[config.mk]
export PLATFORM = sky130hd
export DESIGN_NAME = player_stack
export DESIGN_NICKNAME = d
export VERILOG_FILES = /design/src/poker_pkg.sv /design/src/player_stack.sv
export VERILOG_INCLUDE_DIRS = /design/src
export SDC_FILE = /design/constraint.sdc
export NUM_CORES = 1
export LEC_CHECK = 0
export BUFFER_PORTS_ARGS = -buffer_cell sky130_fd_sc_hd__buf_2
export CAP_MARGIN = 0
export CORE_MARGIN = 2
export CORE_UTILIZATION = 39
export CTS_CLUSTER_SIZE = 20
export DETAILED_ROUTE_END_ITERATION = 8
export PLACE_DENSITY = 0.67
export SLEW_MARGIN = 20
export SYNTH_ARGS = -nofsm -noshare
export SYNTH_HDL_FRONTEND = slang
export SYNTH_SLANG_ARGS = --single-unit
[constraint.sdc]
create_clock -name clk -period 8.01 [get_ports clk]
set_input_delay 0.4005 -clock clk [delete_from_list [all_inputs] [get_ports clk]]
set_output_delay 0.4005 -clock clk [all_outputs]
set_load 0.01 [all_outputs]
[src/poker_params.svh]
`ifndef POKER_PARAMS_SVH
`define POKER_PARAMS_SVH

// chip amounts, 98 chips in play fit in 7 bits
`define POKER_MONEY_W       7
`define POKER_START_BALANCE 49
`define POKER_BET_STEP      5

`define POKER_NUM_PLAYERS   2
`define POKER_HANDS_W       8

// apb register map, byte offsets
`define POKER_ADDR_W        4
`define POKER_REG_ACTION    4'h0
`define POKER_REG_STATUS    4'h4
`define POKER_REG_STACKS    4'h8
`define POKER_REG_POT       4'hC

`endif

[src/poker_pkg.sv]
`include "poker_params.svh"

package poker_pkg;

    typedef enum logic [1:0] {
        ACT_NEW_GAME   = 2'd0,
        ACT_FOLD       = 2'd1,
        ACT_CHECK_CALL = 2'd2,
        ACT_BET_RAISE  = 2'd3
    } action_e;

    typedef enum logic [1:0] {
        RND_PREFLOP = 2'd0,
        RND_FLOP    = 2'd1,
        RND_TURN    = 2'd2,
        RND_RIVER   = 2'd3
    } round_e;

    // OUT_RESET only travels on settle, it marks a new game
    typedef enum logic [1:0] {
        OUT_P1_WINS = 2'd0,
        OUT_P2_WINS = 2'd1,
        OUT_TIE     = 2'd2,
        OUT_RESET   = 2'd3
    } outcome_e;

    typedef struct packed {
        logic     valid;
        action_e  action;
        outcome_e outcome;
    } action_req_t;

    typedef struct packed {
        logic                       pay_call;
        logic                       pay_raise;
        logic                       clear_round;
        logic [`POKER_MONEY_W-1:0]  cur_bet;
    } stake_cmd_t;

    typedef struct packed {
        logic [`POKER_MONEY_W-1:0]  balance;
        logic [`POKER_MONEY_W-1:0]  betted;
        logic [`POKER_MONEY_W-1:0]  debit;
        logic                       can_call;
        logic                       can_raise;
    } stack_status_t;

    typedef struct packed {
        logic     valid;
        logic     showdown;
        logic     folder;
        outcome_e outcome;
    } settle_t;

endpackage

[src/player_stack.sv]
`timescale 1ns/1ps
`include "poker_params.svh"

module player_stack (
    input  logic                        clk,
    input  logic                        reset_d,
    input  poker_pkg::stake_cmd_t       cmd,
    input  logic [`POKER_MONEY_W-1:0]   credit,
    input  logic                        restart,
    output poker_pkg::stack_status_t    status
);
    import poker_pkg::*;

    logic [`POKER_MONEY_W-1:0] balance;
    logic [`POKER_MONEY_W-1:0] betted;
    logic [`POKER_MONEY_W-1:0] call_cost;
    logic [`POKER_MONEY_W-1:0] raise_cost;
    logic [`POKER_MONEY_W-1:0] debit;

    // betted never exceeds the open bet
    assign call_cost  = cmd.cur_bet - betted;
    assign raise_cost = call_cost + `POKER_MONEY_W'(`POKER_BET_STEP);
    assign debit      = cmd.pay_call  ? call_cost  :
                        cmd.pay_raise ? raise_cost : '0;

    always_comb begin
        status.balance   = balance;
        status.betted    = betted;
        status.debit     = debit;
        status.can_call  = (balance >= call_cost);
        status.can_raise = (balance >= raise_cost);
    end

    always_ff @(posedge clk or posedge reset_d) begin
        if (reset_d) begin
            balance <= `POKER_MONEY_W'(`POKER_START_BALANCE);
            betted  <= '0;
        end else if (restart) begin
            balance <= `POKER_MONEY_W'(`POKER_START_BALANCE);
            betted  <= '0;
        end else begin
            balance <= balance - debit + credit;
            if (cmd.clear_round) begin
                betted <= '0;
            end else begin
                betted <= betted + debit;
            end
        end
    end

    // a wrap would show up as a jump above the old balance plus credit
    a_no_wrap: assert property (
        @(posedge clk) disable iff (reset_d)
        (debit != '0 && !restart) |=> ({1'b0, balance} <= {1'b0, $past(balance)} + $past(credit))
    ) else $error("stack balance wrapped below zero");

endmodule

==> results.sh <==
export IMPL_status="completed"
export IMPL_die_y_um=73.7
export IMPL_hpwl_um=3590
export IMPL_io_pins=43
export IMPL_cpPeakStageDelay_ns=0.56
export IMPL_fin_skew_ns=0.00686
export IMPL_drt_iter0_markers=25
export IMPL_synth_common_cells="ha_1, inv_1, nor2_1"
export IMPL_crit_slowest_cell="fa_1"
export IMPL_crit_chain="ha_1, fa_1, inv_1, ha_1, nor2_1, nor2_1, xnor2_1, o21ai_0, inv_1, fa_1, ha_1, nand2_1, nor2_1, a211o_1, a21oi_1, xnor2_1, nand3_1, a21oi_2"
export IMPL_cp_max_fo=4
export IMPL_cts_tree="done"
export IMPL_p_per_area_nw_per_um2=341
export IMPL_dp_cells=312
export IMPL_die_area_um2=5430
export IMPL_synth_fp_nets=278
export IMPL_yosysTopAreaCellShare_pct=22.5
export IMPL_finalSetupViolCount=0
export IMPL_yosysMostFrequentCell="ha_1"
export IMPL_coreArea_um2=4690
export IMPL_wl_um=4200
export IMPL_postCtsHoldBufs=0
export IMPL_cts_sinks=14
export IMPL_fin_nets=325
export IMPL_p_leak_nw=1.22
export IMPL_drive_gt1_share_pct=22.1
export IMPL_place_area_um2=2170
export IMPL_ctsResizeCount=0
export IMPL_clockBufferDepth=2
export IMPL_grt_total_usage_pct=17.2
export IMPL_maxCapViolations=0
export IMPL_post_route_period_util_pct=54.9
export IMPL_yosysSeqAreaShare_pct=18.7
export IMPL_synthTopCellsByArea="ha_1, dfrtp_1, fa_1"
export IMPL_hold_viol_final=0
export IMPL_gp_congestion=0.840
export IMPL_gr_usage_met1_pct=22.2
export IMPL_fillCellCount=476
export IMPL_syn_inst=216
export IMPL_antenna_cells=0
export IMPL_cts_setup_buffers=0
export IMPL_fp_row_count=25
export IMPL_grt_first_pass_wirelength_um=7240
export IMPL_area_growth_pct=17.1
export IMPL_cp_required_ns=8.19
export IMPL_fin_area_um2=2220
export IMPL_maxSlewViolCount=0
export IMPL_yosys_warnings=0
export IMPL_ir_drop_mv=0.179
export IMPL_via_per_inst=5.05
export IMPL_syn_area_per_cell_um2=8.76
export IMPL_worst_setup_path_type="flip-flop to flip-flop"
export IMPL_insertion_delay_ns=0.26
export IMPL_use_met2_pct=30.5
export IMPL_maxSlewHeadroom_pct=47.2
export IMPL_ys_types=34
export IMPL_ctsHtreeMaxLevel=1
export IMPL_start_util_pct=40.3
export IMPL_grt_start_max_net_pins=15
export IMPL_timing_reg2reg_setup_slack_ns=3.61
export IMPL_met3_usage_pct=1.51
export IMPL_end_kind="flip-flop"
export IMPL_top_usage_layer="met2"
export IMPL_antenna_found_initial=0
export IMPL_dieWidth_um=73.7
export IMPL_port_buffers=42
export IMPL_ant_nets=0
export IMPL_first_pass_iters=4
export IMPL_yosysTopAreaCell="ha_1"
export IMPL_startpoint_type="flip-flop"
export IMPL_setup_tns_ns=0
export IMPL_numCtsBuffers=3
export IMPL_num_vias=1595
export IMPL_grt_ovfl_total=0
export IMPL_min_period_ns=4.40
export IMPL_syn_cell_area_um2=1890
export IMPL_ys_flop_type="dfrtp_1"
export IMPL_synthArstFlopShare_pct=100
export IMPL_worstMarginPinSlew_ns=0.786
export IMPL_grt_pass1_vias=1611
export IMPL_clk_pin_slew_ns=0.07
export IMPL_reg2reg_depth=18
export IMPL_cts_root_buf="clkbuf_8"
export IMPL_final_cells=316
export IMPL_grt_setup_unrepaired="false"
export IMPL_holdWs_ns=0.191
export IMPL_wl_per_cell_um=13.3
export IMPL_hold_path_class="input pin to asynchronous set/reset pin"
export IMPL_max_freq_mhz=227
export IMPL_synth_edff_count=0
export IMPL_synth_seq_cells=14
export IMPL_critPathArrivalTime_ns=4.58
export IMPL_drt_drc_violations_left=0
cells in the final DEF (no fill, tap or decap), types with 3 or more instances in the layout:
cell      instances
xor2_1            7
dfstp_2           3
a21o_1           16
nor2b_1           5
o21ai_0          11
buf_2            42
inv_1            30
fa_1              8
nor2_1           21
ha_1             34
dfrtp_1          11
nor3_1            4
nand2_1           9
nand2b_1          6
a21oi_1          12
clkbuf_8          3
and2_1            3
xnor2_1          14
where the power goes:
| group | switching, mW | total (mW) | internal [mW] |
|---|---|---|---|
| logic | 0.306 | 0.571 | 0.266 |
| registers | 0.0225 | 0.118 | 0.0954 |
| clock network | 0.0307 | 0.0660 | 0.0353 |
| total | 0.359 | 0.755 | 0.396 |
final timing paths:
path,startpoint,to
max,betted[0]$_DFF_PP0_,balance[6]$_DFF_PP0_
min,reset_d,balance[1]$_DFF_PP0_
max reg2reg,betted[0]$_DFF_PP0_,balance[6]$_DFF_PP0_
min reg2reg,betted[0]$_DFF_PP0_,betted[0]$_DFF_PP0_
max in group asynchronous,reset_d,betted[6]$_DFF_PP0_
min in group clk,restart,balance[6]$_DFF_PP0_
sequential cells by signal, indices dropped and copies added (netlist names):
register and cells:
balance 7, betted 7
metrics by stage:
step	worst slack (ns)	total power, mW	util, %
after global routing	3.22	0.851	47.2
after global placement	3.51	0.684	46.3
after detailed placement	3.51	0.695	46.3
after floorplan	3.85	0.563	-
final	3.61	0.755	47.2
after CTS	3.60	0.766	47.2
logic make-up after synthesis:
family / share of synthesized area [%]
and+or+nand+nor: 15.5
AOI/OAI and AO/OA: 17.8
adders and majority gates: 30.9
buffers and inverters: 5.95
xor gates and xnor gates: 9.72
DFF: 18.7
muxes: 1.39
worst max-delay path, delay by kind of cell, from the launching register on:
family / cells / cell delay [ns]
buffers and inverters: 2 / 0.19
AO/OA/AOI/OAI: 4 / 0.98
adder cells (fa/ha/maj): 5 / 1.83
XOR/XNOR: 2 / 0.34
flip-flops: 1 / 0.40
AND/OR/NAND/NOR: 5 / 0.57
per-layer routing:
metal | share of wire (%) | wire length, um
met3 | 2.2 | 93
met4 | 1.2 | 51
met2 | 49 | 2080
met1 | 47 | 1980
met5 | 0 | 0
layout make-up:
class / instances / area [um^2] / area share, %
inverters: 30 / 113 / 5.08
flip-flops and latches: 14 / 354 / 16.0
well taps: 54 / 67.6 / 3.05
repair buffers: 42 / 210 / 9.49
clock buffers: 4 / 45.0 / 2.03
multi-input cells: 172 / 1430 / 64.4
Power figures use the tool's default switching activity.
