$ cat config.mk
export PLATFORM = sky130hd
export DESIGN_NAME = pot_ledger
export DESIGN_NICKNAME = d
export VERILOG_FILES = /design/src/poker_pkg.sv /design/src/pot_ledger.sv
export VERILOG_INCLUDE_DIRS = /design/src
export SDC_FILE = /design/constraint.sdc
export NUM_CORES = 1
export LEC_CHECK = 0
export BUFFER_PORTS_ARGS = -buffer_cell sky130_fd_sc_hd__buf_2
export CAP_MARGIN = 20
export CORE_UTILIZATION = 35
export DETAILED_ROUTE_END_ITERATION = 6
export HOLD_SLACK_MARGIN = 0.03
export PLACE_DENSITY_LB_ADDON = 0.3
export SLEW_MARGIN = 20
export SYNTH_ARGS = -nofsm -noshare
export SYNTH_HDL_FRONTEND = slang
export SYNTH_SLANG_ARGS = --single-unit
$ cat constraint.sdc
create_clock -name clk -period 4.8 [get_ports clk]
set_clock_uncertainty 0.05 [all_clocks]
set_input_delay 0 -clock clk [delete_from_list [all_inputs] [get_ports clk]]
set_output_delay 0 -clock clk [all_outputs]
set_load 0.01 [all_outputs]
$ cat src/poker_params.svh
`ifndef POKER_PARAMS_SVH
`define POKER_PARAMS_SVH

// chip amounts, 98 chips in play fit in 7 bits
`define POKER_MONEY_W       7
`define POKER_START_BALANCE 49
`define POKER_BET_STEP      5

`define POKER_NUM_PLAYERS   2
`define POKER_HANDS_W       8

// apb register map, byte offsets
`define POKER_ADDR_W        4
`define POKER_REG_ACTION    4'h0
`define POKER_REG_STATUS    4'h4
`define POKER_REG_STACKS    4'h8
`define POKER_REG_POT       4'hC

`endif

$ cat src/poker_pkg.sv
`include "poker_params.svh"

package poker_pkg;

    typedef enum logic [1:0] {
        ACT_NEW_GAME   = 2'd0,
        ACT_FOLD       = 2'd1,
        ACT_CHECK_CALL = 2'd2,
        ACT_BET_RAISE  = 2'd3
    } action_e;

    typedef enum logic [1:0] {
        RND_PREFLOP = 2'd0,
        RND_FLOP    = 2'd1,
        RND_TURN    = 2'd2,
        RND_RIVER   = 2'd3
    } round_e;

    // OUT_RESET only travels on settle, it marks a new game
    typedef enum logic [1:0] {
        OUT_P1_WINS = 2'd0,
        OUT_P2_WINS = 2'd1,
        OUT_TIE     = 2'd2,
        OUT_RESET   = 2'd3
    } outcome_e;

    typedef struct packed {
        logic     valid;
        action_e  action;
        outcome_e outcome;
    } action_req_t;

    typedef struct packed {
        logic                       pay_call;
        logic                       pay_raise;
        logic                       clear_round;
        logic [`POKER_MONEY_W-1:0]  cur_bet;
    } stake_cmd_t;

    typedef struct packed {
        logic [`POKER_MONEY_W-1:0]  balance;
        logic [`POKER_MONEY_W-1:0]  betted;
        logic [`POKER_MONEY_W-1:0]  debit;
        logic                       can_call;
        logic                       can_raise;
    } stack_status_t;

    typedef struct packed {
        logic     valid;
        logic     showdown;
        logic     folder;
        outcome_e outcome;
    } settle_t;

endpackage

$ cat src/pot_ledger.sv
`timescale 1ns/1ps
`include "poker_params.svh"

module pot_ledger (
    input  logic                                              clk,
    input  logic                                              reset_d,
    input  poker_pkg::stack_status_t [`POKER_NUM_PLAYERS-1:0] stacks,
    input  poker_pkg::settle_t                                settle,
    output logic [`POKER_MONEY_W-1:0]                         pot,
    output logic [`POKER_NUM_PLAYERS-1:0][`POKER_MONEY_W-1:0] credits,
    output logic                                              restart
);
    import poker_pkg::*;

    logic [`POKER_MONEY_W:0] pot_total;
    logic [`POKER_MONEY_W:0] credit_sum;

    // payout includes whatever is paid in the closing cycle
    always_comb begin
        pot_total  = {1'b0, pot};
        credit_sum = '0;
        for (int i = 0; i < `POKER_NUM_PLAYERS; i++) begin
            pot_total  = pot_total + stacks[i].debit;
            credit_sum = credit_sum + credits[i];
        end
    end

    always_comb begin
        credits = '0;
        restart = settle.valid && (settle.outcome == OUT_RESET);
        if (settle.valid && !restart) begin
            if (!settle.showdown) begin
                credits[!settle.folder] = pot_total[`POKER_MONEY_W-1:0];
            end else begin
                case (settle.outcome)
                    OUT_P1_WINS: credits[0] = pot_total[`POKER_MONEY_W-1:0];
                    OUT_P2_WINS: credits[1] = pot_total[`POKER_MONEY_W-1:0];
                    // odd chip is dropped on a split
                    default: begin
                        credits[0] = pot_total[`POKER_MONEY_W:1];
                        credits[1] = pot_total[`POKER_MONEY_W:1];
                    end
                endcase
            end
        end
    end

    always_ff @(posedge clk or posedge reset_d) begin
        if (reset_d) begin
            pot <= '0;
        end else begin
            pot <= settle.valid ? '0 : pot_total[`POKER_MONEY_W-1:0];
        end
    end

    a_credit_bound: assert property (
        @(posedge clk) disable iff (reset_d)
        credit_sum <= pot_total
    ) else $error("credits exceed pot plus incoming debits");

endmodule

==> run summary <==
==========================================================================================
Outcome                                                                       finished, final reports clean
Count of max-cap constraint violations                                                   0
Met1 routing resource usage after global routing                                     20.1%
Sequential cell area fraction in the yosys report                                    19.2%
Final worst slack                                                                  1.95 ns
Clock edge transition at the registers on the reported setup and hold paths        0.06 ns
Critical Path Fanout Max                                                                 5
Via count of the first global-routing pass                                             738
Shortest clock period the worst path allows after layout                           2.85 ns
Ratio of final minimum period to clock period                                        59.4%
All-layer global routing usage                                                       14.8%
Worst Hold Class                                                              primary input to async pin
# DRC                                                                                    0
Total global routing overflow                                                            0
Async SR Flop Fraction                                                                100%
Detailed-router iteration count before antenna repair                                    4
Number of antenna violations at the first check in global routing                        0
Number of flip-flops under the largest register name                                     7
Number of buffers added by the clock tree synthesis step                                 3
Sum of routed wire length over all layers                                          2.02 mm
Sort of element at the end of the critical path                               primary output
Die Area                                                                          2820 µm²
Diodes inserted                                                                          0
Transition time of the tightest slew-check pin                                    0.394 ns
Startpoint Class                                                                      flop
Number of synthesized flops with an enable pin                                           0
Capture instance of the worst register-to-register path                       pot[5]$_DFF_PP0_
Number of buffers inserted by hold repair at cts                                         2
Number of vias per cell after detailed routing                                        4.84
Setup repair after global routing missed its margin                                  false
Pins Over Slew Limit                                                                     0
Fraction of synthesized cell area taken by the top area cell type                    19.2%
Detailed-placement wirelength estimate                                             1.68 mm
Horizontal extent of the die                                                       53.1 µm
Starting DRC count in detailed routing                                                   9
Count of buffers added by post-CTS timing repair for setup                               0
Leakage                                                                        0.000650 µW
Count of clock tree sinks                                                                7
Relative max-transition margin                                                       73.6%
Worst hold-check slack                                                            0.179 ns
Post-place setup slack                                                             2.20 ns
Starting density of the core                                                         36.9%
Worst R2R Setup Slack                                                              2.31 ns
Peak Freq                                                                          351 MHz
Cells resized by post-CTS repair                                                         0
Per-instance average area after synthesis                                         9.15 µm²
Chip Height                                                                        53.1 µm
Category of the critical setup timing path                                    flop to primary output
Most flop-heavy register                                                               pot
Maximum root-to-sink buffer count                                                        2
Setup Viol. Count Final                                                                  0
Worst EP arrival                                                                   2.80 ns
Number of warnings printed during yosys synthesis                                        0
List of most frequent post-synthesis cells                                    inv_1, nor2_1, a21oi_1, fa_1
CTS Root Cell                                                                     clkbuf_4
Number of flip-flops and latches in the synthesized netlist                              7
I/O pin cnt                                                                             75
Most used routing layer                                                               met2
R2R cell count                                                                           9
Global-route wire length before repair                                             3.07 mm
Largest registers ranked by flip-flop count                                   pot: 7 flops
Global placement routability congestion                                              0.747
Met3 track utilization from global routing                                          0.862%
Most common cell in the netlist                                                      inv_1
Unique cell type count in the Yosys netlist                                             32
Syn Std Cell Area                                                                  915 µm²
Row count                                                                               18
PortBufs                                                                                42
Prevailing post-synth register cell                                                dfrtp_1
Total via count after detailed routing                                                 843
Hold Violations, Final                                                                   0
Clock latency reported for the late side of the worst-skew pair                    0.24 ns
R2R Path Start                                                                pot[1]$_DFF_PP0_
Placeable core region                                                             2480 µm²
Gate Count Post-Synth                                                                  100
Maximum vdd ir drop                                                               0.217 mV
Area contributors post-synth                                                  dfrtp_1, fa_1, ha_1
Power density relative to cell area                                             515 nW/µm²
Cell taking the most area after synthesis                                          dfrtp_1
Antenna violation net count after detailed routing                                       0
Area growth, synth to finish                                                         26.8%
Met2 Usage GRT                                                                       24.5%
CTS tree                                                                              done
Total negative setup slack                                                            0 ns
CP required                                                                        4.75 ns
Per-cell routed wire length                                                        11.6 µm
Pin count of the biggest net entering global routing                                    11
H-tree level count                                                                       1
Nets                                                                                   212
Syn nets                                                                               167
Proportion of layout cells with a drive suffix above 1                               36.8%
==========================================================================================
-- kinds of logic (layout without fill, tap and decap cells) --
group | Yosys count | in the layout | share of synthesized area (%)
compound gates | 25 | 25 | 18.7
fa+ha+maj | 14 | 14 | 25.7
xor+xnor | 4 | 4 | 4.65
simple gates | 32 | 32 | 19.2
flops | 7 | 7 | 19.2
mux | 2 | 2 | 2.33
buf+inv | 16 | 60 | 10.3
-- metrics by stage --
stage / util, % / instance area, µm² / std cells / power [µW]
final: 46.8 / 1160 / 174 / 598
after global routing: 46.8 / 1160 / 174 / 665
after CTS: 46.8 / 1160 / 174 / 601
after detailed placement: 44.9 / 1110 / 168 / 542
after global placement: 44.9 / 1110 / 168 / 530
after floorplan: - / 915 / 100 / 421
-- per-layer routing --
metal	wire, µm	share of wire, %
met5	0	0
met4	19	0.94
met3	121	6.0
met2	928	46
met1	950	47
-- critical path, stage by stage (launching register included) --
cell,delay (ns)
dfrtp_1,0.33
inv_1,0.05
fa_1,0.48
inv_1,0.04
ha_1,0.21
fa_1,0.41
a21o_1,0.20
a21oi_1,0.17
xor2_1,0.36
o22ai_1,0.14
buf_2,0.16
-- power by group --
part / internal, µW / total (µW) / switching [µW]
clock: 31.7 / 53.3 / 21.5
combinational: 193 / 450 / 257
sequential: 80.9 / 94.5 / 13.6
total: 306 / 598 / 292
-- layout make-up --
class                           instances  area [µm²]
Sequential cell                         7         175
Fill cell                             268        1320
Tap cell                               30        37.5
Clock buffer                            4        26.3
Inverter                               12        45.0
Multi-Input combinational cell         77         646
Timing Repair Buffer                   44         230
-- cell usage in the layout, fill, tap and decap left out, types with 2 or more instances in the layout --
cell type	count
buf_2	42
inv_1	12
nor2_1	9
a21oi_1	8
fa_1	8
nand2_1	7
dfrtp_1	7
ha_1	6
nor2b_1	4
o22ai_1	4
a21o_1	3
and3_1	3
nand3b_1	3
clkbuf_4	3
xor2_1	2
o21ai_0	2
a22o_1	2
o21ai_1	2
dlygate4sd3_1	2
-- worst max-delay path by stage --
stage	startpoint	end	slack [ns]	cells past startpoint
6_report	pot[1]$_DFF_PP0_	credits[11]	1.95	10
5_1_grt	pot[1]$_DFF_PP0_	credits[4]	1.74	10
3_5_place_dp	pot[1]$_DFF_PP0_	credits[11]	2.20	10
2_1_floorplan	pot[1]$_DFF_PP0_	pot[5]$_DFF_PP0_	2.40	9
4_1_cts	pot[1]$_DFF_PP0_	credits[11]	1.94	10
3_3_place_gp	pot[1]$_DFF_PP0_	credits[11]	2.23	10
Note: power is estimated with default switching activity, not from simulation.
