[src/poker_params.svh]
`ifndef POKER_PARAMS_SVH
`define POKER_PARAMS_SVH

// chip amounts, 98 chips in play fit in 7 bits
`define POKER_MONEY_W       7
`define POKER_START_BALANCE 49
`define POKER_BET_STEP      5

`define POKER_NUM_PLAYERS   2
`define POKER_HANDS_W       8

// apb register map, byte offsets
`define POKER_ADDR_W        4
`define POKER_REG_ACTION    4'h0
`define POKER_REG_STATUS    4'h4
`define POKER_REG_STACKS    4'h8
`define POKER_REG_POT       4'hC

`endif

[src/poker_pkg.sv]
`include "poker_params.svh"

package poker_pkg;

    typedef enum logic [1:0] {
        ACT_NEW_GAME   = 2'd0,
        ACT_FOLD       = 2'd1,
        ACT_CHECK_CALL = 2'd2,
        ACT_BET_RAISE  = 2'd3
    } action_e;

    typedef enum logic [1:0] {
        RND_PREFLOP = 2'd0,
        RND_FLOP    = 2'd1,
        RND_TURN    = 2'd2,
        RND_RIVER   = 2'd3
    } round_e;

    // OUT_RESET only travels on settle, it marks a new game
    typedef enum logic [1:0] {
        OUT_P1_WINS = 2'd0,
        OUT_P2_WINS = 2'd1,
        OUT_TIE     = 2'd2,
        OUT_RESET   = 2'd3
    } outcome_e;

    typedef struct packed {
        logic     valid;
        action_e  action;
        outcome_e outcome;
    } action_req_t;

    typedef struct packed {
        logic                       pay_call;
        logic                       pay_raise;
        logic                       clear_round;
        logic [`POKER_MONEY_W-1:0]  cur_bet;
    } stake_cmd_t;

    typedef struct packed {
        logic [`POKER_MONEY_W-1:0]  balance;
        logic [`POKER_MONEY_W-1:0]  betted;
        logic [`POKER_MONEY_W-1:0]  debit;
        logic                       can_call;
        logic                       can_raise;
    } stack_status_t;

    typedef struct packed {
        logic     valid;
        logic     showdown;
        logic     folder;
        outcome_e outcome;
    } settle_t;

endpackage

[src/bet_apb_regs.sv]
`timescale 1ns/1ps
`include "poker_params.svh"

module bet_apb_regs (
    input  logic                                          clk,
    input  logic                                          reset_d,
    input  logic                                          psel,
    input  logic                                          penable,
    input  logic                                          pwrite,
    input  logic [`POKER_ADDR_W-1:0]                      paddr,
    input  logic [31:0]                                   pwdata,
    output logic [31:0]                                   prdata,
    output logic                                          pready,
    output logic                                          pslverr,
    output poker_pkg::action_req_t                        req,
    input  logic                                          accept,
    input  poker_pkg::round_e                             round,
    input  logic                                          cur_player,
    input  logic [`POKER_HANDS_W-1:0]                     hands,
    input  poker_pkg::stack_status_t [`POKER_NUM_PLAYERS-1:0] stacks,
    input  logic [`POKER_MONEY_W-1:0]                     pot,
    input  logic [`POKER_MONEY_W-1:0]                     cur_bet
);
    import poker_pkg::*;

    logic        setup;
    logic        access;
    logic        action_hit;
    logic [31:0] rdata;

    assign setup      = psel && !penable;
    assign access     = psel && penable;
    assign action_hit = (paddr == `POKER_REG_ACTION);
    assign pready     = 1'b1;

    // action and outcome follow pwdata through both phases, so the
    // sequencer's accept is already valid during setup
    always_comb begin
        req.valid   = access && pwrite && action_hit;
        req.action  = action_e'(pwdata[1:0]);
        req.outcome = outcome_e'(pwdata[3:2]);
    end

    always_comb begin
        case (paddr)
            `POKER_REG_STATUS: begin
                rdata = {16'd0, hands, 3'd0, cur_player, 2'd0, round};
            end
            `POKER_REG_STACKS: begin
                rdata = {17'd0, stacks[1].balance, 1'b0, stacks[0].balance};
            end
            `POKER_REG_POT: begin
                rdata = {17'd0, cur_bet, 1'b0, pot};
            end
            default: begin
                rdata = 32'd0;
            end
        endcase
    end

    // registered at the setup edge so both are valid for the whole access phase
    always_ff @(posedge clk or posedge reset_d) begin
        if (reset_d) begin
            prdata  <= 32'd0;
            pslverr <= 1'b0;
        end else begin
            pslverr <= setup && pwrite && (!action_hit || !accept);
            if (setup && !pwrite) begin
                prdata <= rdata;
            end
        end
    end

    // error response only lands in the cycle the host samples it
    a_pslverr_in_access: assert property (
        @(posedge clk) disable iff (reset_d)
        pslverr |-> (psel && penable)
    ) else $error("pslverr raised outside the access phase");

endmodule

[config.mk]
export PLATFORM = sky130hd
export DESIGN_NAME = bet_apb_regs
export DESIGN_NICKNAME = d
export VERILOG_FILES = /design/src/poker_pkg.sv /design/src/bet_apb_regs.sv
export VERILOG_INCLUDE_DIRS = /design/src
export SDC_FILE = /design/constraint.sdc
export NUM_CORES = 1
export LEC_CHECK = 0
export BUFFER_PORTS_ARGS = -buffer_cell sky130_fd_sc_hd__buf_2
export CORE_ASPECT_RATIO = 0.6
export CORE_MARGIN = 1
export CORE_UTILIZATION = 27
export CTS_CLUSTER_DIAMETER = 150
export DETAILED_ROUTE_END_ITERATION = 7
export HOLD_SLACK_MARGIN = 0.03
export PLACE_DENSITY = 0.76
export SLEW_MARGIN = 0
export SYNTH_ARGS = -nofsm -noshare
export SYNTH_HDL_FRONTEND = slang
export SYNTH_SLANG_ARGS = --single-unit
[constraint.sdc]
create_clock -name clk -period 1.25 [get_ports clk]
set_input_delay 0.3125 -clock clk [delete_from_list [all_inputs] [get_ports clk]]
set_output_delay 0.3125 -clock clk [all_outputs]
set_load 0.05 [all_outputs]
==> qor.csv <==
stage,metric,value,unit
logic_synthesis,sequential area share after synthesis,37.4,%
die,I/O pin cnt,152,
power,Cell Pwr Density,898,nW/µm²
power,leakage,0.832,nW
logic_synthesis,synth top area cells,"dfrtp_1, buf_4, mux2_2",
critical_path,Critical Path Sink Type,primary output,
timing,final hold violation count,0,
route,post-DR vias/cell,4.38,
flow_run,MaxCap Viol Count,0,
global_route,Congestion Overflow GR,0,
critical_path,Max stage delay on crit path,0.30,ns
final_layout,post-route cell area,1600,µm²
clock_network,Max Root-Sink Buffers,2,
critical_path,Critical Path RT,0.94,ns
power,Peak VDD IR,0.312,mV
final_layout,share of cells above drive strength 1,60.3,%
global_route,antenna violations before repair,0,
die,total die area,4230,µm²
route,Initial DRC Count,33,
logic_synthesis,YS warnings,0,
placed_design,routability cong.,0.630,
clock_network,CTS tree,yes,
logic_synthesis,Synth Register Bits,16,
clock_network,CTS Hold Buffers Added,0,
clock_network,number of buffers created by CTS,3,
min_path,type of the most critical hold path,input port to async pin,
die,initial core utilization,28.7,%
die,Core Region,3720,µm²
placed_design,Final HPWL DP,2180,µm
timing,max frequency,699,MHz
clock_network,H-tree depth,1,
route,DRC Markers,0,
route,vias after detailed routing,1012,
die,Rows,17,
timing,Max Slew Vio Count,0,
route,drt first pass iters,4,
final_layout,Post-layout nets,298,
global_route,global-route wire length before repair,4570,µm
critical_path,worst-path cell chain,"buf_8, nor4_4, and4_4, buf_8",
clock_network,Clock Sinks,16,
route,DR WL/cell,12.9,µm
final_layout,diode count,0,
route,final WL,2990,µm
logic_synthesis,Yosys top cell area share,37.4,%
die,Die Span Y,50.8,µm
die,die width,83.3,µm
logic_synthesis,Synth area leader,dfrtp_1,
clock_network,clock slew at reported path FFs,0.06,ns
timing,RSZ-0062 raised after global routing,true,
timing,fin crit share,114,%
logic_synthesis,post-synth cell types,23,
global_route,Total GRT Usage,14.4,%
critical_path,CP most frequent cell,buf_8,
logic_synthesis,synthesized area,1070,µm²
logic_synthesis,Post-synth ARST share,100,%
critical_path,slowest cell on the critical path,nor4_4,
final_layout,Synth-to-Final Area Change,49.1,%
logic_synthesis,gate count after technology mapping,112,
global_route,largest net degree at the start of global routing,17,
placed_design,placed instance count,223,
logic_synthesis,Synth Flop Type,dfrtp_1,
timing,worst hold slack,0.0736,ns
global_route,vias in the first global route,917,
critical_path,Worst Reg-to-Reg Cells,2,
critical_path,CP Launch Type,input port,
timing,final setup vio count,15,
logic_synthesis,Post-synth EDFFs,0,
critical_path,arrival time at the worst endpoint,1.12,ns
critical_path,crit path max fanout,2,
run_status,failing checks,negative setup slack,
placed_design,dpl ws,-0.464,ns
clock_network,worst skew pair latency,0.24,ns
placed_design,PortBufs,65,
route,Routed Antenna Nets,0,
critical_path,critical path type,input port to primary output,
clock_network,Root Driver,clkbuf_8,
final_layout,final non-filler cell total,231,
timing,Period minus WS final,1.43,ns
logic_synthesis,Synth Area per Inst,9.55,µm²
critical_path,R2R setup slack,0.62,ns
placed_design,Post-DP Area,1420,µm²
timing,Final Worst Setup Slack,-0.180,ns
run_status,outcome,"finished, violations left",
timing,skew final,0,ns
cell usage after synthesis (2+ instances only):
cell	instances
conb_1	2
nand2_1	15
dfrtp_1	16
o21ai_1	10
nand3b_1	2
clkbuf_1	3
a22oi_1	10
buf_4	22
mux2i_1	4
mux2_2	10
buf_6	2
o21ai_0	5
what timing repair did:
item,in CTS,in global routing
endpoints found under the setup margin,15,15
gates resized for setup,10,17
endpoints found under the hold margin,0,0
pin swaps,4,3
cloned,1,1
setup buffers,1,1
final timing paths:
| path | start | to |
|---|---|---|
| worst min register to register | prdata[2] | prdata[2] |
| worst max-delay path | paddr[0] | req[4] |
| min in group clk | accept | pslverr |
| worst min-delay path | reset_d | prdata[11] |
| worst max register to register | prdata[9] | prdata[9] |
| max in group asynchronous | reset_d | prdata[4] |
per-stage QoR:
| stage | total power [mW] | utilization (%) | TNS [ns] |
|---|---|---|---|
| final | 1.43 | 42.9 | -0.722 |
| after global routing | 1.51 | 42.9 | -1.07 |
| after CTS | 1.44 | 41.0 | -0.582 |
| after detailed placement | 0.965 | 38.0 | -6.32 |
| after global placement | 0.958 | 38.0 | -5.93 |
| after floorplan | 0.910 | - | -4.77 |
power breakdown:
group | total (mW) | switching [mW] | leakage [nW] | internal (mW)
clock | 0.446 | 0.167 | 0.0288 | 0.279
combinational | 0.445 | 0.292 | 0.582 | 0.153
sequential | 0.542 | 0.00797 | 0.221 | 0.534
total | 1.43 | 0.467 | 0.832 | 0.966
per-layer routing:
layer	share of wire, %	wire length, µm	vias up	track usage [%]
met5	0	0	-	0
met4	0.64	19	0	3.45
met3	6.4	192	2	3.95
met2	44	1310	42	21.4
met1	49	1470	466	20.6
li1	-	-	502	-
flip-flops by register name, summed over array words and instances (netlist names):
register / count
pslverr: 1
prdata: 15
placed cells by master (no fill, tap or decap), types with 2 or more instances in the layout:
master and instances:
a22oi_1 10, buf_2 60, buf_4 13, buf_6 4
buf_8 2, clkbuf_8 4, conb_1 18, dfrtp_1 16
mux2_2 10, mux2i_1 4, nand2_1 15, nand3b_1 2
o21ai_1 4, o21ai_2 10, or4_4 2
critical path, delay by kind of cell:
| kind | cells | cell delay (ns) |
|---|---|---|
| buffers and inverters | 2 | 0.24 |
| and+or+nand+nor | 2 | 0.57 |
final cells by class:
cell class	count	area, µm²
Tap cell	47	58.8
Clock buffer	4	55.1
Inverter	1	3.75
Sequential cell	16	400
Fill cell	374	2130
Multi-Input combinational cell	84	604
Timing Repair Buffer	79	473
cells by family after synthesis:
family	count (synthesis)	share of synthesized area (%)
compound gates	26	14.5
buf+inv	29	19.4
flops	16	37.4
mux	14	14.3
other cells	2	0.702
simple gates	25	13.7
(Power assumes the default switching activity.)
