[config.mk]
export PLATFORM = sky130hd
export DESIGN_NAME = betting_sequencer
export DESIGN_NICKNAME = d
export VERILOG_FILES = /design/src/poker_pkg.sv /design/src/betting_sequencer.sv
export VERILOG_INCLUDE_DIRS = /design/src
export SDC_FILE = /design/constraint.sdc
export NUM_CORES = 1
export LEC_CHECK = 0
export BUFFER_PORTS_ARGS = -buffer_cell sky130_fd_sc_hd__buf_2
export CAP_MARGIN = 25
export CORE_UTILIZATION = 45
export DETAILED_ROUTE_END_ITERATION = 6
export HOLD_SLACK_MARGIN = 0.12
export PLACE_DENSITY_LB_ADDON = 0.15
export SLEW_MARGIN = 20
export SYNTH_ARGS = -nofsm -noshare
export SYNTH_HDL_FRONTEND = slang
export SYNTH_SLANG_ARGS = --single-unit
[constraint.sdc]
create_clock -name clk -period 3.3 [get_ports clk]
set_clock_uncertainty 0.1 [all_clocks]
set_input_delay 0.495 -clock clk [delete_from_list [all_inputs] [get_ports clk]]
set_output_delay 0.495 -clock clk [all_outputs]
set_load 0.01 [all_outputs]
[src/poker_params.svh]
`ifndef POKER_PARAMS_SVH
`define POKER_PARAMS_SVH

// chip amounts, 98 chips in play fit in 7 bits
`define POKER_MONEY_W       7
`define POKER_START_BALANCE 49
`define POKER_BET_STEP      5

`define POKER_NUM_PLAYERS   2
`define POKER_HANDS_W       8

// apb register map, byte offsets
`define POKER_ADDR_W        4
`define POKER_REG_ACTION    4'h0
`define POKER_REG_STATUS    4'h4
`define POKER_REG_STACKS    4'h8
`define POKER_REG_POT       4'hC

`endif

[src/poker_pkg.sv]
`include "poker_params.svh"

package poker_pkg;

    typedef enum logic [1:0] {
        ACT_NEW_GAME   = 2'd0,
        ACT_FOLD       = 2'd1,
        ACT_CHECK_CALL = 2'd2,
        ACT_BET_RAISE  = 2'd3
    } action_e;

    typedef enum logic [1:0] {
        RND_PREFLOP = 2'd0,
        RND_FLOP    = 2'd1,
        RND_TURN    = 2'd2,
        RND_RIVER   = 2'd3
    } round_e;

    // OUT_RESET only travels on settle, it marks a new game
    typedef enum logic [1:0] {
        OUT_P1_WINS = 2'd0,
        OUT_P2_WINS = 2'd1,
        OUT_TIE     = 2'd2,
        OUT_RESET   = 2'd3
    } outcome_e;

    typedef struct packed {
        logic     valid;
        action_e  action;
        outcome_e outcome;
    } action_req_t;

    typedef struct packed {
        logic                       pay_call;
        logic                       pay_raise;
        logic                       clear_round;
        logic [`POKER_MONEY_W-1:0]  cur_bet;
    } stake_cmd_t;

    typedef struct packed {
        logic [`POKER_MONEY_W-1:0]  balance;
        logic [`POKER_MONEY_W-1:0]  betted;
        logic [`POKER_MONEY_W-1:0]  debit;
        logic                       can_call;
        logic                       can_raise;
    } stack_status_t;

    typedef struct packed {
        logic     valid;
        logic     showdown;
        logic     folder;
        outcome_e outcome;
    } settle_t;

endpackage

[src/betting_sequencer.sv]
`timescale 1ns/1ps
`include "poker_params.svh"

module betting_sequencer (
    input  logic                                          clk,
    input  logic                                          reset_d,
    input  poker_pkg::action_req_t                        req,
    output logic                                          accept,
    input  poker_pkg::stack_status_t [`POKER_NUM_PLAYERS-1:0] stacks,
    output poker_pkg::stake_cmd_t    [`POKER_NUM_PLAYERS-1:0] cmds,
    output poker_pkg::settle_t                            settle,
    output poker_pkg::round_e                             round,
    output logic                                          cur_player,
    output logic [`POKER_HANDS_W-1:0]                     hands,
    output logic [`POKER_MONEY_W-1:0]                     cur_bet
);
    import poker_pkg::*;

    stack_status_t                act;
    logic                         fire;
    logic                         pay_call;
    logic                         pay_raise;
    logic                         clear_round;
    logic                         start_player;
    settle_t                      settle_c;
    round_e                       round_n;
    logic                         player_n;
    logic [`POKER_HANDS_W-1:0]    hands_n;
    logic [`POKER_MONEY_W-1:0]    bet_n;
    logic [`POKER_NUM_PLAYERS-1:0] pay_vec;

    assign act          = stacks[cur_player];
    assign start_player = hands[0];
    assign fire         = req.valid && accept;

    always_comb begin
        accept      = 1'b0;
        pay_call    = 1'b0;
        pay_raise   = 1'b0;
        clear_round = 1'b0;
        settle_c    = '0;
        round_n     = round;
        player_n    = cur_player;
        hands_n     = hands;
        bet_n       = cur_bet;
        case (req.action)
            ACT_NEW_GAME: begin
                accept           = 1'b1;
                settle_c.valid   = 1'b1;
                settle_c.outcome = OUT_RESET;
                round_n          = RND_PREFLOP;
                player_n         = 1'b0;
                hands_n          = '0;
                bet_n            = '0;
            end
            ACT_FOLD: begin
                accept          = 1'b1;
                clear_round     = 1'b1;
                settle_c.valid  = 1'b1;
                settle_c.folder = cur_player;
            end
            ACT_CHECK_CALL: begin
                if (cur_bet == '0) begin
                    accept = 1'b1;
                    if (cur_player == start_player) begin
                        player_n = !cur_player;
                    end else begin
                        clear_round = 1'b1;
                    end
                end else begin
                    accept      = act.can_call;
                    pay_call    = 1'b1;
                    clear_round = 1'b1;
                end
            end
            default: begin
                accept    = act.can_raise;
                pay_raise = 1'b1;
                bet_n     = cur_bet + `POKER_MONEY_W'(`POKER_BET_STEP);
                player_n  = !cur_player;
            end
        endcase

        // a closing round or a fold ends the betting for this round
        if (clear_round) begin
            bet_n = '0;
            if (req.action == ACT_FOLD || round == RND_RIVER) begin
                if (req.action != ACT_FOLD) begin
                    settle_c.valid    = 1'b1;
                    settle_c.showdown = 1'b1;
                    // the spare code never reaches the ledger as a result
                    settle_c.outcome  = (req.outcome == OUT_RESET) ? OUT_TIE : req.outcome;
                end
                hands_n  = hands + 1'b1;
                round_n  = RND_PREFLOP;
                player_n = hands_n[0];
            end else begin
                round_n  = round_e'(round + 2'd1);
                player_n = start_player;
            end
        end
    end

    for (genvar i = 0; i < `POKER_NUM_PLAYERS; i++) begin : g_cmd
        always_comb begin
            cmds[i].pay_call    = fire && pay_call && (cur_player == i);
            cmds[i].pay_raise   = fire && pay_raise && (cur_player == i);
            cmds[i].clear_round = fire && clear_round;
            cmds[i].cur_bet     = cur_bet;
        end
        // a stack that pays shows a nonzero debit
        assign pay_vec[i] = (stacks[i].debit != '0);
    end

    always_comb begin
        settle       = settle_c;
        settle.valid = fire && settle_c.valid;
    end

    always_ff @(posedge clk or posedge reset_d) begin
        if (reset_d) begin
            round      <= RND_PREFLOP;
            cur_player <= 1'b0;
            hands      <= '0;
            cur_bet    <= '0;
        end else if (fire) begin
            round      <= round_n;
            cur_player <= player_n;
            hands      <= hands_n;
            cur_bet    <= bet_n;
        end
    end

    a_single_payer: assert property (
        @(posedge clk) disable iff (reset_d)
        $onehot0(pay_vec)
    ) else $error("more than one stack paid in a cycle");

endmodule

==> results by group <==
Timing
  • Setup TNS: 0 ps
  • Worst Tran Pin Value: 689 ps
  • RSZ-0062 raised after global routing: no
  • Fin crit share: 0.916
  • Min Tclk post-route: approximately 3000 ps
  • Final max-slew violation count: 0
  • # setup viols final: 0
  • Final hold violations: 0
  • FMAX: 0.331 GHz
  • Worst slew margin: 0.540

Global route
  • Largest net degree at the start of global routing: 19
  • Gr ovfl total: 0
  • Initial antenna violation count: 0
  • First-pass GRT wire length: 5810 um
  • Vias in the first global route: 1,260
  • Gr usage total: 0.218

Worst hold path
  • Min-Delay Path Class: in -> async

Cells and area
  • Finished Core Util: 0.555
  • N_diodes: 0
  • Fraction of layout cells with a size suffix above 1: 0.345
  • Register Area: between 400 and 500 sq um
  • Layout area overhead: 16.5%
  • Nets: about 270
  • FILL cells: 305
  • Area of the multi-input gates: 827 sq um

Floorplanning
  • Die Wd: between 50 and 60 um
  • # IOs: 97
  • Core box area: between 3000 and 4000 sq um
  • Overall die area: ~3500 sq um
  • Num rows: 20
  • Initial Util: 0.476
  • Die Span Y: 58.8 um

Critical path
  • Kind of critical path: reg -> out
  • Worst Path Required: about 2700 ps
  • Critical-path maximum fanout: 9
  • CP Launch Type: register
  • Crit path capture type: output port
  • Worst Path Arrival: between 2000 and 2500 ps

Routing
  • Via density: roughly 5.7
  • Final wirelength: between 3000 and 4000 um
  • DRT iter0 DRCs: between 80 and 90
  • Drt wl/cell: 13.9 um
  • Total number of vias: approximately 1,400
  • # DRC: 0
  • DR pass1 iterations: 4
  • Routed Antenna Nets: 0

CTS
  • Clock Latency Late Sink: slightly below 300 ps
  • CTS clock-pin slew for the worst setup and hold paths: around 100 ps
  • CTS tree: yes
  • Htree depth: 1
  • # hold bufs at CTS: 0
  • Resized Gates After CTS: 0
  • Clock Sinks: 18
  • CTS Buffer Depth: 2
  • Post-CTS Setup Inserts: 0
  • Cts bufs inserted: 3
  • Root Buffer: clkbuf_4

Logic synthesis
  • Seq cells post-synth: 18
  • Cell area after synthesis: approximately 1500 sq um
  • Avg Cell Area, Syn: between 8 and 9 sq um
  • Post-synth EDFFs: 0
  • Register area share after synthesis: 0.310
  • Post-synthesis mux area share: 0.0224
  • Post-synth top area cell: dfrtp_1
  • Ys flop type: dfrtp_1
  • Adder-Cell Fraction of Synth Area: 0.0775
  • Post-synthesis compound-gate area fraction: 0.252
  • Ys Warns: 0
  • Top cell type's share of synthesized area: 0.310
  • Simple-gate share of the synthesized area: 0.205
  • Largest family of logic cells by synthesized area: compound AO/OA/AOI/OAI gates
  • Most common cell in the netlist: dfrtp_1
  • Post-synthesis instance total: around 160
  • Area contributors post-synth: dfrtp_1 31%, buf_4 7.8%, ha_1 7.8%
  • XOR/XNOR Fraction of Synth Area: 0.0121
  • Fraction of registers with async set or reset after synthesis: 1.00
  • Most common library cells after synthesis: 18 x dfrtp_1, 15 x buf_4, 10 x inv_1, 10 x nand2_1
  • Post-synthesis net count: 225
  • Cell variety after synth: 43

Flow run
  • Max Cap Viol: 0

Placed design
  • Final Wtd Congestion: 0.763
  • I/O Buffers: 54
  • DPL Wire Length: 2530 um

Power
  • Power Density: ~700 nW/um^2
  • LEAKAGE: slightly above 0.9 nW
  • Max VDD drop: about 0.35 mV

Run status
  • Status: complete, no violations
-- per-layer routing --
metal  up-vias  wire, um  share of wire  GRT usage
met5         -         0              0          0
met4         0        19         0.0055     0.0612
met3         2       195          0.057     0.0264
met2        55      1580           0.46      0.365
met1       667      1650           0.48      0.296
li1        682         -              -          -
-- worst paths after layout --
check | depth (start not counted) | from | slack (ps) | endpoint
hold reg to reg | 1 | hands[7] | 380 | hands[7]
hold / removal | 2 | reset_d | 190 | hands[7]
setup reg to reg | 5 | cur_bet[5] | 720 | cur_bet[3]
max in group asynchronous | 2 | reset_d | 2480 | cur_bet[5]
min in group clk | 1 | hands[7] | 380 | hands[7]
setup / recovery | 6 | cur_bet[5] | 280 | settle[1]
-- registers in the layout (all words and copies together), names as in the netlist --
register and count:
hands 8, cur_bet 7, round 2, cur_player 1
-- cell families (layout without fill, tap and decap cells) --
family,after synthesis,count (layout)
AND/OR/NAND/NOR,56,56
AO/OA/AOI/OAI,44,44
buffers and inverters,31,71
flip-flops,18,18
adder cells (fa/ha/maj),9,9
multiplexers,3,3
XOR/XNOR,2,2
-- where the power goes --
group,total [W],internal [W],switching [W],leakage [nW]
clock,0.000110,0.0000424,0.0000677,0.0138
combinational,0.000590,0.000278,0.000312,0.667
sequential,0.000459,0.000302,0.000156,0.227
total,0.00116,0.000623,0.000536,0.908
-- critical path: stages (launching register included) --
cell and delay [ps]:
dfrtp_1 480, or4_4 570, o41a_1 470, nand2_1 150, nor2_1 70, mux2_2 270, buf_2 140
-- area by class of cell --
class / count / area share
clock buffers: 3 / 0.0133
inverters: 10 / 0.0222
multi-input cells: 114 / 0.489
flip-flops and latches: 18 / 0.266
well taps: 44 / 0.0325
repair buffers: 58 / 0.177
-- placed cells by master (no fill, tap or decap), drive strengths merged, types with 2 or more instances in the layout --
| cell type | synthesis | final |
|---|---|---|
| a21oi | 3 | 3 |
| or3 | 2 | 2 |
| o21ai | 8 | 8 |
| nand3 | 3 | 3 |
| nor2b | 2 | 2 |
| ha | 9 | 9 |
| a22o | 2 | 2 |
| o41ai | 3 | 3 |
| or2 | 3 | 3 |
| clkbuf | 4 | 3 |
| nor3 | 8 | 8 |
| a32o | 3 | 3 |
| mux2 | 2 | 2 |
| a221o | 3 | 3 |
| a21o | 3 | 3 |
| and3 | 9 | 9 |
| a211o | 6 | 6 |
| nand2 | 10 | 10 |
| buf | 17 | 58 |
| nor4 | 7 | 7 |
| inv | 10 | 10 |
| nor2 | 8 | 8 |
| dfrtp | 18 | 18 |
| o2111ai | 2 | 2 |
| o2111a | 2 | 2 |
| o21a | 2 | 2 |
-- stage by stage --
step | instance area [sq um] | setup WS [ps] | total power [W] | instances | hold WS, ps
global route | 1690 | 157 | 0.00126 | 247 | 236
floorplan | 1450 | 688 | 0.000911 | 163 | 334
global placement | 1670 | 421 | 0.00104 | 244 | 369
detailed placement | 1670 | 395 | 0.00105 | 244 | 367
finish | 1690 | 277 | 0.00116 | 247 | 192
CTS | 1690 | 271 | 0.00116 | 247 | 217
Note: power is estimated with default switching activity, not from simulation.
